===== src/corePackage.sv =====
package corePackage;

	// Data, address and instruction words share one width
	typedef logic [15:0] word_t;
	typedef logic [3:0]  regIndex_t;

	typedef enum logic [1:0] {
		PhaseFetch,
		PhaseDecode,
		PhaseExecute,
		PhaseCommit
	} phase_t;

	typedef enum logic [1:0] {
		GroupAlu       = 2'd0,
		GroupLoadStore = 2'd1
	} group_t;

	typedef enum logic [2:0] {
		OpMov = 3'd0,
		OpAdd = 3'd1,
		OpSub = 3'd2,
		OpMul = 3'd3,
		OpAnd = 3'd4,
		OpOr  = 3'd5,
		OpXor = 3'd6
	} aluOp_t;

	typedef enum logic [2:0] {
		ModeRegReg   = 3'd0,
		ModeRegU4    = 3'd1,
		ModeRegbU8   = 3'd2,
		ModeRegaU8Rb = 3'd3
	} aluMode_t;

	localparam int RegCount = 16;

	// Immediate-building registers
	localparam regIndex_t RegA = 4'd14;
	localparam regIndex_t RegB = 4'd15;

	localparam word_t PcStep = 16'd2;

	// Instruction fields
	localparam int GroupMsb = 15;
	localparam int GroupLsb = 14;
	localparam int OpMsb    = 13;
	localparam int OpLsb    = 11;
	localparam int ModeMsb  = 10;
	localparam int ModeLsb  = 8;
	localparam int HiMsb    = 7;
	localparam int HiLsb    = 4;
	localparam int LoMsb    = 3;
	localparam int LoLsb    = 0;

	// Load/store operation bits
	localparam int LdsStoreBit = 0;
	localparam int LdsIncBit   = 1;

endpackage


===== src/alu.sv =====
module alu (
	input  corePackage::aluOp_t   op,
	input  corePackage::aluMode_t mode,
	input  corePackage::word_t    readA,
	input  corePackage::word_t    readB,
	input  corePackage::word_t    imm,
	output corePackage::word_t    result
);
	import corePackage::*;

	word_t operand;
	word_t opResult;

	always_comb begin
		operand = (mode == ModeRegU4) ? imm : readB;
		case (op)
			OpMov: opResult = operand;
			OpAdd: opResult = readA + operand;
			OpSub: opResult = readA - operand;
			// Low half of the product only
			OpMul: opResult = readA * operand;
			OpAnd: opResult = readA & operand;
			OpOr:  opResult = readA | operand;
			OpXor: opResult = readA ^ operand;
			default: opResult = readA;
		endcase
	end

	always_comb begin
		case (mode)
			ModeRegbU8: begin
				result = imm;
			end
			ModeRegaU8Rb: begin
				// High byte from the instruction, low byte kept from RB
				result = {imm[7:0], readB[7:0]};
			end
			default: begin
				result = opResult;
			end
		endcase
	end

endmodule


===== src/instructionDecoder.sv =====
module instructionDecoder (
	input  logic                   CLK,
	input  logic                   reset,
	input  logic                   fetch,
	input  corePackage::word_t     din,
	output corePackage::regIndex_t srcASel,
	output corePackage::regIndex_t srcBSel,
	output corePackage::regIndex_t writeSel,
	output corePackage::aluOp_t    op,
	output corePackage::aluMode_t  mode,
	output corePackage::word_t     imm,
	output logic                   isLoad,
	output logic                   isStore,
	output logic                   postInc,
	output logic                   writeEnable
);
	import corePackage::*;

	word_t      instr;
	group_t     group;
	logic [2:0] opField;
	aluMode_t   modeField;
	regIndex_t  fieldHi;
	regIndex_t  fieldLo;

	always_ff @(posedge CLK) begin
		if (reset) begin
			instr <= '0;
		end else if (fetch) begin
			instr <= din;
		end
	end

	assign group     = group_t'(instr[GroupMsb:GroupLsb]);
	assign opField   = instr[OpMsb:OpLsb];
	assign modeField = aluMode_t'(instr[ModeMsb:ModeLsb]);
	assign fieldHi   = instr[HiMsb:HiLsb];
	assign fieldLo   = instr[LoMsb:LoLsb];

	always_comb begin
		srcASel     = fieldHi;
		srcBSel     = fieldLo;
		writeSel    = fieldHi;
		op          = aluOp_t'(opField);
		mode        = modeField;
		imm         = '0;
		isLoad      = 1'b0;
		isStore     = 1'b0;
		postInc     = 1'b0;
		writeEnable = 1'b0;
		case (group)
			GroupAlu: begin
				case (modeField)
					ModeRegReg: begin
						writeEnable = 1'b1;
					end
					ModeRegU4: begin
						imm         = word_t'(fieldLo);
						writeEnable = 1'b1;
					end
					ModeRegbU8: begin
						imm         = word_t'(instr[HiMsb:LoLsb]);
						writeSel    = RegB;
						writeEnable = 1'b1;
					end
					ModeRegaU8Rb: begin
						imm         = word_t'(instr[HiMsb:LoLsb]);
						srcBSel     = RegB;
						writeSel    = RegA;
						writeEnable = 1'b1;
					end
					default: begin
						writeEnable = 1'b0;
					end
				endcase
			end
			GroupLoadStore: begin
				// Address register on port A, data register on port B
				srcASel  = fieldLo;
				srcBSel  = fieldHi;
				// ALU forms the incremented address as an ADD of the step
				op       = OpAdd;
				mode     = ModeRegU4;
				imm      = PcStep;
				isStore  = opField[LdsStoreBit];
				isLoad   = !opField[LdsStoreBit];
				postInc  = opField[LdsIncBit];
				writeSel = opField[LdsIncBit] ? fieldLo : fieldHi;
				writeEnable = !opField[LdsStoreBit] || opField[LdsIncBit];
			end
			default: begin
				writeEnable = 1'b0;
			end
		endcase
	end

endmodule


===== src/memoryInterface.sv =====
module memoryInterface (
	input  logic               CLK,
	input  logic               fetch,
	input  logic               execute,
	input  corePackage::word_t pc,
	input  corePackage::word_t readA,
	input  corePackage::word_t readB,
	input  logic               isLoad,
	input  logic               isStore,
	input  corePackage::word_t din,
	output corePackage::word_t addr,
	output corePackage::word_t dout,
	output logic               rd,
	output logic               wr,
	output corePackage::word_t loadData
);

	logic dataAccess;

	assign dataAccess = execute && (isLoad || isStore);

	// Address register during a data access, otherwise the program counter
	assign addr = dataAccess ? readA : pc;
	assign dout = readB;

	assign rd = fetch || (execute && isLoad);
	assign wr = execute && isStore;

	always_ff @(posedge CLK) begin
		if (execute && isLoad) begin
			loadData <= din;
		end
	end

	noBusContention: assert property (
		@(posedge CLK)
		!(rd && wr)
	);

endmodule


===== src/phaseSequencer.sv =====
module phaseSequencer (
	input  logic CLK,
	input  logic reset,
	output logic fetch,
	output logic decode,
	output logic execute,
	output logic commit
);
	import corePackage::*;

	phase_t phase;

	always_ff @(posedge CLK) begin
		if (reset) begin
			phase <= PhaseFetch;
		end else begin
			case (phase)
				PhaseFetch: begin
					phase <= PhaseDecode;
				end
				PhaseDecode: begin
					phase <= PhaseExecute;
				end
				PhaseExecute: begin
					phase <= PhaseCommit;
				end
				default: begin
					phase <= PhaseFetch;
				end
			endcase
		end
	end

	assign fetch   = (phase == PhaseFetch);
	assign decode  = (phase == PhaseDecode);
	assign execute = (phase == PhaseExecute);
	assign commit  = (phase == PhaseCommit);

	// Blocks downstream rely on a single active phase
	onePhaseActive: assert property (
		@(posedge CLK) disable iff (reset)
		$onehot({fetch, decode, execute, commit})
	);

endmodule


===== src/processorCore.sv =====
module processorCore (
	input  logic               CLK,
	input  logic               reset,
	input  corePackage::word_t din,
	output corePackage::word_t addr,
	output corePackage::word_t dout,
	output logic               rd,
	output logic               wr,
	output logic               fetch,
	output logic               decode,
	output logic               execute,
	output logic               commit
);
	import corePackage::*;

	word_t     pc;
	regIndex_t srcASel;
	regIndex_t srcBSel;
	regIndex_t writeSel;
	aluOp_t    op;
	aluMode_t  mode;
	word_t     imm;
	word_t     readA;
	word_t     readB;
	word_t     result;
	word_t     loadData;
	word_t     writeData;
	logic      isLoad;
	logic      isStore;
	logic      postInc;
	logic      writeEnable;
	logic      commitWrite;

	phaseSequencer sequencer0 (
		.CLK(CLK),
		.reset(reset),
		.fetch(fetch),
		.decode(decode),
		.execute(execute),
		.commit(commit)
	);

	programCounter counter0 (
		.CLK(CLK),
		.reset(reset),
		.commit(commit),
		.pc(pc)
	);

	instructionDecoder decoder0 (
		.CLK(CLK),
		.reset(reset),
		.fetch(fetch),
		.din(din),
		.srcASel(srcASel),
		.srcBSel(srcBSel),
		.writeSel(writeSel),
		.op(op),
		.mode(mode),
		.imm(imm),
		.isLoad(isLoad),
		.isStore(isStore),
		.postInc(postInc),
		.writeEnable(writeEnable)
	);

	// Loaded value goes to the data register, which wins when it is also the address register
	assign writeData   = (isLoad && (writeSel == srcBSel)) ? loadData : result;
	assign commitWrite = writeEnable && commit;

	registerFile registers0 (
		.CLK(CLK),
		.srcASel(srcASel),
		.srcBSel(srcBSel),
		.readA(readA),
		.readB(readB),
		.writeSel(writeSel),
		.writeData(writeData),
		.writeEnable(commitWrite)
	);

	alu alu0 (
		.op(op),
		.mode(mode),
		.readA(readA),
		.readB(readB),
		.imm(imm),
		.result(result)
	);

	memoryInterface bus0 (
		.CLK(CLK),
		.fetch(fetch),
		.execute(execute),
		.pc(pc),
		.readA(readA),
		.readB(readB),
		.isLoad(isLoad),
		.isStore(isStore),
		.din(din),
		.addr(addr),
		.dout(dout),
		.rd(rd),
		.wr(wr),
		.loadData(loadData)
	);

	// Post-increment writes the next word address back
	postIncWritesAddress: assert property (
		@(posedge CLK) disable iff (reset)
		(commit && postInc && (srcASel != srcBSel)) |->
			(commitWrite && (writeData == readA + PcStep))
	);

endmodule


===== src/programCounter.sv =====
module programCounter (
	input  logic               CLK,
	input  logic               reset,
	input  logic               commit,
	output corePackage::word_t pc
);
	import corePackage::*;

	always_ff @(posedge CLK) begin
		if (reset) begin
			pc <= '0;
		end else if (commit) begin
			pc <= pc + PcStep;
		end
	end

	// Byte addressed, instructions are word aligned
	pcAligned: assert property (
		@(posedge CLK) disable iff (reset)
		pc[0] == 1'b0
	);

endmodule


===== src/registerFile.sv =====
module registerFile (
	input  logic                   CLK,
	input  corePackage::regIndex_t srcASel,
	input  corePackage::regIndex_t srcBSel,
	output corePackage::word_t     readA,
	output corePackage::word_t     readB,
	input  corePackage::regIndex_t writeSel,
	input  corePackage::word_t     writeData,
	input  logic                   writeEnable
);
	import corePackage::*;

	word_t regs [RegCount];

	always_ff @(posedge CLK) begin
		if (writeEnable) begin
			regs[writeSel] <= writeData;
		end
	end

	// Asynchronous read ports
	assign readA = regs[srcASel];
	assign readB = regs[srcBSel];

endmodule

===== config.mk =====
export PLATFORM = sky130hd
export DESIGN_NAME = processorCore
export DESIGN_NICKNAME = d
export VERILOG_FILES = /design/src/corePackage.sv /design/src/alu.sv /design/src/instructionDecoder.sv /design/src/memoryInterface.sv /design/src/phaseSequencer.sv /design/src/processorCore.sv /design/src/programCounter.sv /design/src/registerFile.sv
export SDC_FILE = /design/constraint.sdc
export NUM_CORES = 1
export LEC_CHECK = 0
export BUFFER_PORTS_ARGS = -buffer_cell sky130_fd_sc_hd__buf_2
export CORE_ASPECT_RATIO = 0.5
export CORE_MARGIN = 3
export CORE_UTILIZATION = 64
export DETAILED_ROUTE_END_ITERATION = 7
export HOLD_SLACK_MARGIN = 0.08
export PLACE_DENSITY_LB_ADDON = 0.15
export REMOVE_ABC_BUFFERS = 1
export SYNTH_ARGS = -nofsm -noshare
export SYNTH_HDL_FRONTEND = slang
export SYNTH_HIERARCHICAL = 1
export SYNTH_SLANG_ARGS = --single-unit

===== constraint.sdc =====
create_clock -name CLK -period 9.25 [get_ports CLK]
set_input_delay 1.85 -clock CLK [delete_from_list [all_inputs] [get_ports CLK]]
set_output_delay 1.85 -clock CLK [all_outputs]
set_load 0.03 [all_outputs]

Word-level counts from Yosys, hierarchy flattened
Memories as Yosys holds them, arrays and structs flattened.
Cells that the tools add are included.
{"block": "totals", "ff_bits": 50, "ram_bits": 256, "input_bits": 18, "elab_cells": 66, "mem_count": 1}
{"block": "classes", "addsub": 3, "mul": 1, "eq_ne": 17, "n_mux": 22, "n_bitwise": 3, "n_reduce_logical": 15}
{"memory": "registers0.regs", "depth": 16, "width": 16, "rd": 2, "rd_clocked_by_memory_dff": 0, "write_ports": 1, "line": "registerFile.sv:13", "source": "word_t regs [RegCount];"}
{"op": "one-hot mux 16 bit (7 select lines)", "n": 1}
{"op": "one-hot mux 16 bit (2 select lines)", "n": 2}
{"op": "two-way mux 16 bit", "n": 3}
{"op": "one-hot mux 4 bit (2 select lines)", "n": 3}
{"op": "== test 3 x 2 -> 1 bit (second input constant)", "n": 6}
{"op": "adder 16 bit", "n": 1}
{"op": "adder 16 x 2 -> 16 bit (second input constant)", "n": 1}
{"op": "AND 16 bit", "n": 1}
{"op": "multiplier 16 x 16 -> 16 bit", "n": 1}
{"op": "OR 16 bit", "n": 1}
{"op": "one-hot mux 8 bit (2 select lines)", "n": 1}
{"op": "subtractor 16 bit", "n": 1}
{"op": "bitwise XOR 16 bit", "n": 1}
{"op": "two-way mux 4 bit", "n": 3}
{"op": "== test 3 x 1 -> 1 bit (second input constant)", "n": 3}
{"op": "== test 3 bit (second input constant)", "n": 3}
{"op": "zero test 3 bit", "n": 2}
{"op": "two-way mux 3 bit", "n": 2}
{"op": "one-hot mux 2 bit (3 select lines)", "n": 1}
{"op": "logical AND 1 bit", "n": 5}
{"op": "two-way mux 1 bit", "n": 5}
{"op": "== test 2 x 1 -> 1 bit (second input constant)", "n": 2}
{"op": "== test 2 bit (second input constant)", "n": 2}
{"op": "== test 4 bit", "n": 1}
{"op": "6 further kinds", "n": 9}

Longest topological paths before layout
Gate-level depths: netlist of run 1.
{"block": "depth", "depth_word": 9, "mapped_depth": 35, "mapped_depth_nobuf": 30}

Modules after synthesis
Netlist of run 1, hierarchy kept.
{"module": "registerFile", "n_inst": 1, "cells_per_inst": 553, "area_each_um2": 11728.7, "seq_area_each_um2": 7687.4}
{"module": "alu", "n_inst": 1, "cells_per_inst": 840, "area_each_um2": 6556.3, "seq_area_each_um2": 0.0}
{"module": "instructionDecoder", "n_inst": 1, "cells_per_inst": 132, "area_each_um2": 1024.7, "seq_area_each_um2": 320.3}
{"module": "memoryInterface", "n_inst": 1, "cells_per_inst": 53, "area_each_um2": 874.6, "seq_area_each_um2": 480.5}
{"module": "programCounter", "n_inst": 1, "cells_per_inst": 76, "area_each_um2": 686.9, "seq_area_each_um2": 300.3}
{"module": "processorCore", "n_inst": 1, "cells_per_inst": 27, "area_each_um2": 269.0, "seq_area_each_um2": 0.0}
{"module": "phaseSequencer", "n_inst": 1, "cells_per_inst": 11, "area_each_um2": 117.6, "seq_area_each_um2": 40.0}

Worst setup path before layout of run 1
Ideal clock, no wire load.
{"block": "synth_path", "path_type": "flip-flop to flip-flop", "start": "register decoder0.instr[15]", "end": "memory registers0/regs[0][15] (netlist bit) (data pin)", "arrival_time_ns": 8.208, "t_required_ns": 8.965, "slack_ns": 0.756, "stages_incl_launch_ff": 33, "cell_sequence": "dfxtp_1 > buf_2 > nor3_1 > nand3_1 > o211ai_1 > buf_6 > buf_4 > mux4_2 > a22oi_1 > nand2_1 > mux2_4 > inv_1 > clkbuf_1 > nor2_1 > fa_1 > inv_1 > fa_1 > inv_1 > fa_1 > fa_1 > inv_1 > fa_1 > fa_1 > xor2_1 > xnor2_1 > xnor2_1 > xnor2_1 > xnor3_1 > xnor3_1 > xnor2_1 > a221oi_1 > a211oi_2 > mux2_2"}
{"block": "synth_between", "elab_chain_len": 8}
{"item": "start, declared", "line": "instructionDecoder.sv:19", "source": "word_t instr;"}
{"item": "start signal, assigned", "line": "instructionDecoder.sv:30", "source": "instr <= din;"}
{"item": "== test 2 x 1 -> 1 bit or zero test 2 bit (tied branches)", "line": "instructionDecoder.sv:51", "source": "case (group)"}
{"item": "one-hot mux 4 bit (2 select lines) (*)", "line": "instructionDecoder.sv:51"}
{"item": "named net srcBSel[0]", "line": "processorCore.sv:18", "source": "regIndex_t srcBSel;"}
{"item": "memory read (16 x 16 bit) (*)"}
{"item": "named net readB[1]", "line": "processorCore.sv:24", "source": "word_t readB;"}
{"item": "two-way mux 16 bit (*)", "line": "alu.sv:15", "source": "operand = (mode == ModeRegU4) ? imm : readB;"}
{"item": "multiplier 16 x 16 -> 16 bit (tied with other cells)", "line": "alu.sv:21", "source": "OpMul: opResult = readA * operand;"}
{"item": "one-hot mux 16 bit (7 select lines) (*)", "line": "alu.sv:16", "source": "case (op)"}
{"item": "one-hot mux 16 bit (2 select lines) (*)", "line": "alu.sv:30", "source": "case (mode)"}
{"item": "named net result[15]", "line": "processorCore.sv:25", "source": "word_t result;"}
{"item": "two-way mux 16 bit (*)", "line": "processorCore.sv:68", "source": "assign writeData = (isLoad && (writeSel == srcBSel)) ? loadData : result;"}
{"item": "named net writeData[15]", "line": "processorCore.sv:27", "source": "word_t writeData;"}
{"item": "end, declared", "line": "registerFile.sv:13"}
The timed path passes the listed nets; every way through them passes the cells marked *.

Worst setup path in the final report of run 1
{"block": "layout_path", "start": "register decoder0.instr[15]", "end": "memory registers0/regs[9][15] (netlist bit) (data pin)"}
{"block": "layout_between", "elab_chain_len": 8}
{"item": "== test 2 x 1 -> 1 bit or zero test 2 bit (tied branches)", "line": "instructionDecoder.sv:51"}
{"item": "one-hot mux 4 bit (2 select lines) (*)", "line": "instructionDecoder.sv:51"}
{"item": "named net srcBSel[0]", "line": "processorCore.sv:18"}
{"item": "memory read (16 x 16 bit) (*)"}
{"item": "two-way mux 16 bit (*)", "line": "alu.sv:15"}
{"item": "multiplier 16 x 16 -> 16 bit (tied with other cells)", "line": "alu.sv:21"}
{"item": "one-hot mux 16 bit (7 select lines) (*)", "line": "alu.sv:16"}
{"item": "one-hot mux 16 bit (2 select lines) (*)", "line": "alu.sv:30"}
{"item": "named net result[15]", "line": "processorCore.sv:25"}
{"item": "two-way mux 16 bit (*)", "line": "processorCore.sv:68"}
{"item": "named net writeData[15]", "line": "processorCore.sv:27"}
Marks and branches as above.

==> impl_metrics.tcl, run 1 <==
set metrics [dict create \
    status "complete, no violations" \
    drc 0 \
    synth_warnings 6 \
    maxCapViolCount 0 \
    fin_crit_sh_pct 96.8 \
    core_um2 32200 \
    setup_slack_ns 0.297 \
    timing.fmax_mhz 112 \
    dp_slack_ns 0.0736 \
    wl_per_cell_um 29.4 \
    layout-drive-gt1-share_pct 22.3 \
    skew_ns 0.0429 \
    cts_num_sinks 305 \
    worstHoldPathType "reg -> reg" \
    start_util_pct 66.1 \
    grt_usage_pct 36.9 \
    numPortBuffers 55 \
    die-area_um2 35600 \
    synth_cells 1691 \
    path_delay_family "adder cells" \
    holdCritStartpoint "decoder0/instr[13]" \
    fillCellCount 2181 \
    slowest_delay_ns 0.58 \
    crit_type "reg -> reg" \
    rr_startpoint "decoder0/instr[15]" \
    path_buf_inv 6 \
    num_rows 46 \
    syn_area_um2 21300 \
    clockBufferDepth 3 \
    drv_slew 0 \
    grt_setup_unrepaired "false" \
    crit_required_ns 9.53 \
    period_needed_ns 8.95 \
    htreeDepth 1 \
    drtIter0Drc 1977 \
    hold_viol_final 0 \
    fin_nets 1960 \
    root_buffer "clkbuf_16" \
    worst_pin_slew_ns 1.37 \
    setup_violations 0 \
    drt-pass1-iter-count 6 \
    vias 15200 \
    area_growth_syn_to_layout_pct 8.58 \
    ant_nets 0 \
    via_per_inst 6.88 \
    layout.cells.most_common_list "edfxtp_1 (272), inv_1 (143), nand2_1 (138)" \
    fp.dieW_um 264 \
    worst_setup_path_start_kind "flop" \
    avgSynthCellArea_um2 12.6 \
    gp_congestion 1.02 \
    grt.overflow.total 0 \
    hpwl_mm 45.4 \
    cts_tree "built" \
    pin_count 56 \
    dp.cells 2158 \
    finish.utilization_pct 71.7 \
    cp_max_fo 24 \
    hold_buffers 0 \
    fin_cells 2211 \
    cts_buffers 28 \
    cpMaxStageDelayCell "mux4_1" \
    relSlewSlack_pct 8.76 \
    cp.arrival_ns 9.23 \
    crit_path_frequent_cell "fa_1" \
    grt_first_pass_wirelength_mm 96.6 \
    cts.clk_slew.worst_paths_ns 0.07 \
    worstSetupEndpointType "flop" \
    insertion_delay_ns 0.59 \
    antenna_found_initial 1 \
    die_h_um 135 \
    grt_max_degree 52 \
    grt_pass1_vias 15500 \
    drt_wl_total_mm 64.9 \
    setup.worst_path.start "decoder0/instr[15]" \
    layout_commonest_cell "edfxtp_1" \
]
## timing repair
action	in CTS	in global routing
setup buffers	0	2
gates resized for setup	0	9
endpoints found under the setup margin	0	96
## final cells by class
type | count | area, um^2 | share of cell area (%)
repair buffers | 143 | 1010 | 4.38
clock inverters | 12 | 144 | 0.624
flip-flops and latches | 305 | 8830 | 38.3
inverters | 159 | 599 | 2.60
diodes | 2 | 5.00 | 0.0217
clock buffers | 36 | 731 | 3.17
multi-input cells | 1122 | 11200 | 48.6
well taps | 432 | 541 | 2.34
## registers in the layout (all words and copies together) (netlist names)
name and flops:
counter0/pc 15, sequencer0/phase 2, bus0/loadData 16, registers0/regs 256, decoder0/instr 16
## path summary, 6_finish.rpt
kind                            endpoint  depth (start not counted)  slack [ns]
setup / recovery  registers0/regs[9][15]                         30        0.30
hold / removal        decoder0/instr[13]                          2        0.50
setup reg to reg  registers0/regs[9][15]                         30        0.30
hold reg to reg       decoder0/instr[13]                          2        0.50
## metal layers
layer / routed length (um) / GRT usage (%) / vias up
met2: 29700 / 58.6 / 1093
met1: 23700 / 48.7 / 7532
met5: 36 / 0.811 / -
li1: - / - / 6344
met3: 8530 / 10.6 / 237
met4: 2970 / 14.7 / 2
## through the flow
| step | hold WS [ns] | TNS (ns) | area, um^2 |
|---|---|---|---|
| final | 0.502 | 0 | 23100 |
| after detailed placement | 0.487 | 0 | 22100 |
| after floorplan | 0.452 | -1256.76 | 20500 |
| after global routing | 0.566 | 0 | 23100 |
| after CTS | 0.503 | 0 | 23000 |
| after global placement | 0.476 | 0 | 22100 |
## worst register-to-register path: cells and delay by family (launching register included)
family                   cells  cell delay [ns]
multiplexers                 3             1.37
flip-flops                   1             0.57
XOR/XNOR                     7             1.66
AND/OR/NAND/NOR              4             0.60
adder cells (fa/ha/maj)      6             2.90
buffers and inverters        6             0.74
AO/OA/AOI/OAI                4             0.85
Power of run 1 is not shown: default switching activity piles up to over one toggle a cycle in this logic, so the estimate is an artifact.
==> inputs of run 2 (changes only) <==
--- a/config.mk
+++ b/config.mk
@@ -5,11 +5,11 @@
 export SDC_FILE = /design/constraint.sdc
 export NUM_CORES = 1
 export LEC_CHECK = 0
-export BUFFER_PORTS_ARGS = -buffer_cell sky130_fd_sc_hd__buf_2
 export CORE_ASPECT_RATIO = 0.5
 export CORE_MARGIN = 3
-export CORE_UTILIZATION = 64
+export CORE_UTILIZATION = 65
 export DETAILED_ROUTE_END_ITERATION = 7
+export DONT_BUFFER_PORTS = 1
 export HOLD_SLACK_MARGIN = 0.08
 export PLACE_DENSITY_LB_ADDON = 0.15
 export REMOVE_ABC_BUFFERS = 1
==> run 2 against run 1 <==
Compared with the run above: die area down 1.5%; critical path depth is 4 lower; largest cell class unchanged; hold slack better by 0.025 ns; register-to-register slack improved by 0.08 ns; sequential cell count unchanged; setup slack improved by 0.079 ns; sequential share of layout area is 0.43 points higher.
==> impl_metrics.tcl, run 2 (synthesis gave the netlist of run 1 again) <==
set metrics [dict create \
    cts.clk_slew.worst_paths_ns 0.06 \
    hpwl_mm 43.7 \
    antenna_found_initial 1 \
    relSlewSlack_pct 27.8 \
    numPortBuffers 0 \
    drtIter0Drc 2036 \
    wl_met3_mm 8.46 \
    grt_first_pass_wirelength_mm 94.8 \
    num_rows 46 \
    crit_type "reg -> reg" \
    die_h_um 134 \
    hold_viol_final 0 \
    timing.fmax_mhz 113 \
    gp_congestion 0.968 \
    worstHoldPathType "reg -> reg" \
    setup_violations 0 \
    wl_per_cell_um 29.7 \
    crit_path_frequent_cell "fa_1" \
    pin_count 56 \
    worstSetupEndpointType "flop" \
    cpMaxStageDelayCell "mux4_1" \
    drt_wl_total_mm 63.9 \
    fin_crit_sh_pct 95.9 \
    fp.dieW_um 262 \
    layout.cells.most_common_list "edfxtp_1 (272), inv_1 (143), nand2_1 (138)" \
    worst_setup_path_start_kind "flop" \
    grt_max_degree 42 \
    dp.cells 2096 \
    drv_slew 0 \
    start_util_pct 66.5 \
    area_growth_syn_to_layout_pct 7.38 \
    path_buf_inv 6 \
    grt_usage_pct 37.0 \
    root_buffer "clkbuf_16" \
    grt_pass1_vias 15200 \
    clockBufferDepth 3 \
    cp_max_fo 32 \
    top_regs "registers0/regs: 256 flops, bus0/loadData: 16 flops, decoder0/instr: 16 flops" \
    highest_layer "met4" \
    slowest_delay_ns 0.62 \
    grt_setup_unrepaired "false" \
    insertion_delay_ns 0.60 \
    skew_ns 0.0507 \
    via_per_inst 6.98 \
    status "complete, no violations" \
    wl_met1_mm 23.5 \
    crit_required_ns 9.51 \
    worst_pin_slew_ns 1.08 \
    die-area_um2 35000 \
    path_delay_family "adder cells" \
    hold_buffers 0 \
    seq_area_um2 8830 \
    cts_num_sinks 305 \
    fin_nets 1898 \
    cts_tree "built" \
    fillCellCount 2107 \
    fin_cells 2150 \
    wl_met2_mm 29.3 \
    layout-drive-gt1-share_pct 19.7 \
    layout_commonest_cell "edfxtp_1" \
    htreeDepth 1 \
    multiInputGateArea_um2 11200 \
    largest_register_ffs 256 \
    ant_nets 0 \
    drc 0 \
    n_antenna_cell 0 \
    worst_hold_slack_ns 0.527 \
    regMostFlops "registers0/regs" \
    cts_buffers 28 \
    vias 15000 \
    grt.overflow.total 0 \
    cp.arrival_ns 9.13 \
    drt-pass1-iter-count 6 \
    period_needed_ns 8.87 \
    core_um2 31900 \
    maxCapViolCount 0 \
]
-- run 2: final timing paths --
check | from | endpoint | slack [ns] | cells after the start
worst max register to register | decoder0/instr[15] | registers0/regs[4][13] | 0.38 | 26
worst min register to register | counter0/pc[14] | counter0/pc[14] | 0.53 | 2
worst min-delay path | counter0/pc[14] | counter0/pc[14] | 0.53 | 2
worst max-delay path | decoder0/instr[15] | registers0/regs[4][13] | 0.38 | 26
-- run 2: area by class of cell --
cell class              count  area share, %
clock buffers              33           3.15
clock inverters            18          0.921
inverters                 159           2.63
multi-input cells        1122           49.2
flip-flops and latches    305           38.7
well taps                 432           2.37
repair buffers             81           3.10
-- run 2: timing repair --
item	CTS	global route
cloned	2	0
setup endpoints to repair	16	96
resized for setup	1	7
pin swaps	1	1
hold endpoints to repair	0	0
setup buffers	1	0
-- run 2: through the flow --
stage	instance area, um^2	worst slack [ns]	utilization [%]	TNS (ns)
after floorplan	20500	-6.26	-	-1256.76
final	22800	0.375	71.4	0
after global routing	22800	0.0390	71.4	0
after CTS	22800	0.124	71.4	0
after detailed placement	21800	0.151	68.3	0
after global placement	21800	0.314	68.3	0
-- run 2: worst min-delay path: cells and delay by family, from the launching register on --
kind	cells	cell delay, ns
DFF	1	0.34
AOI/OAI and AO/OA	2	0.14
-- run 2: metal layers --
metal / global-route usage, % / up-vias
met5: 0 / -
met4: 13.9 / 0
met3: 10.7 / 217
met2: 58.2 / 1097
met1: 49.7 / 7466
li1: - / 6218
Power of run 2 is left out for the same reason.
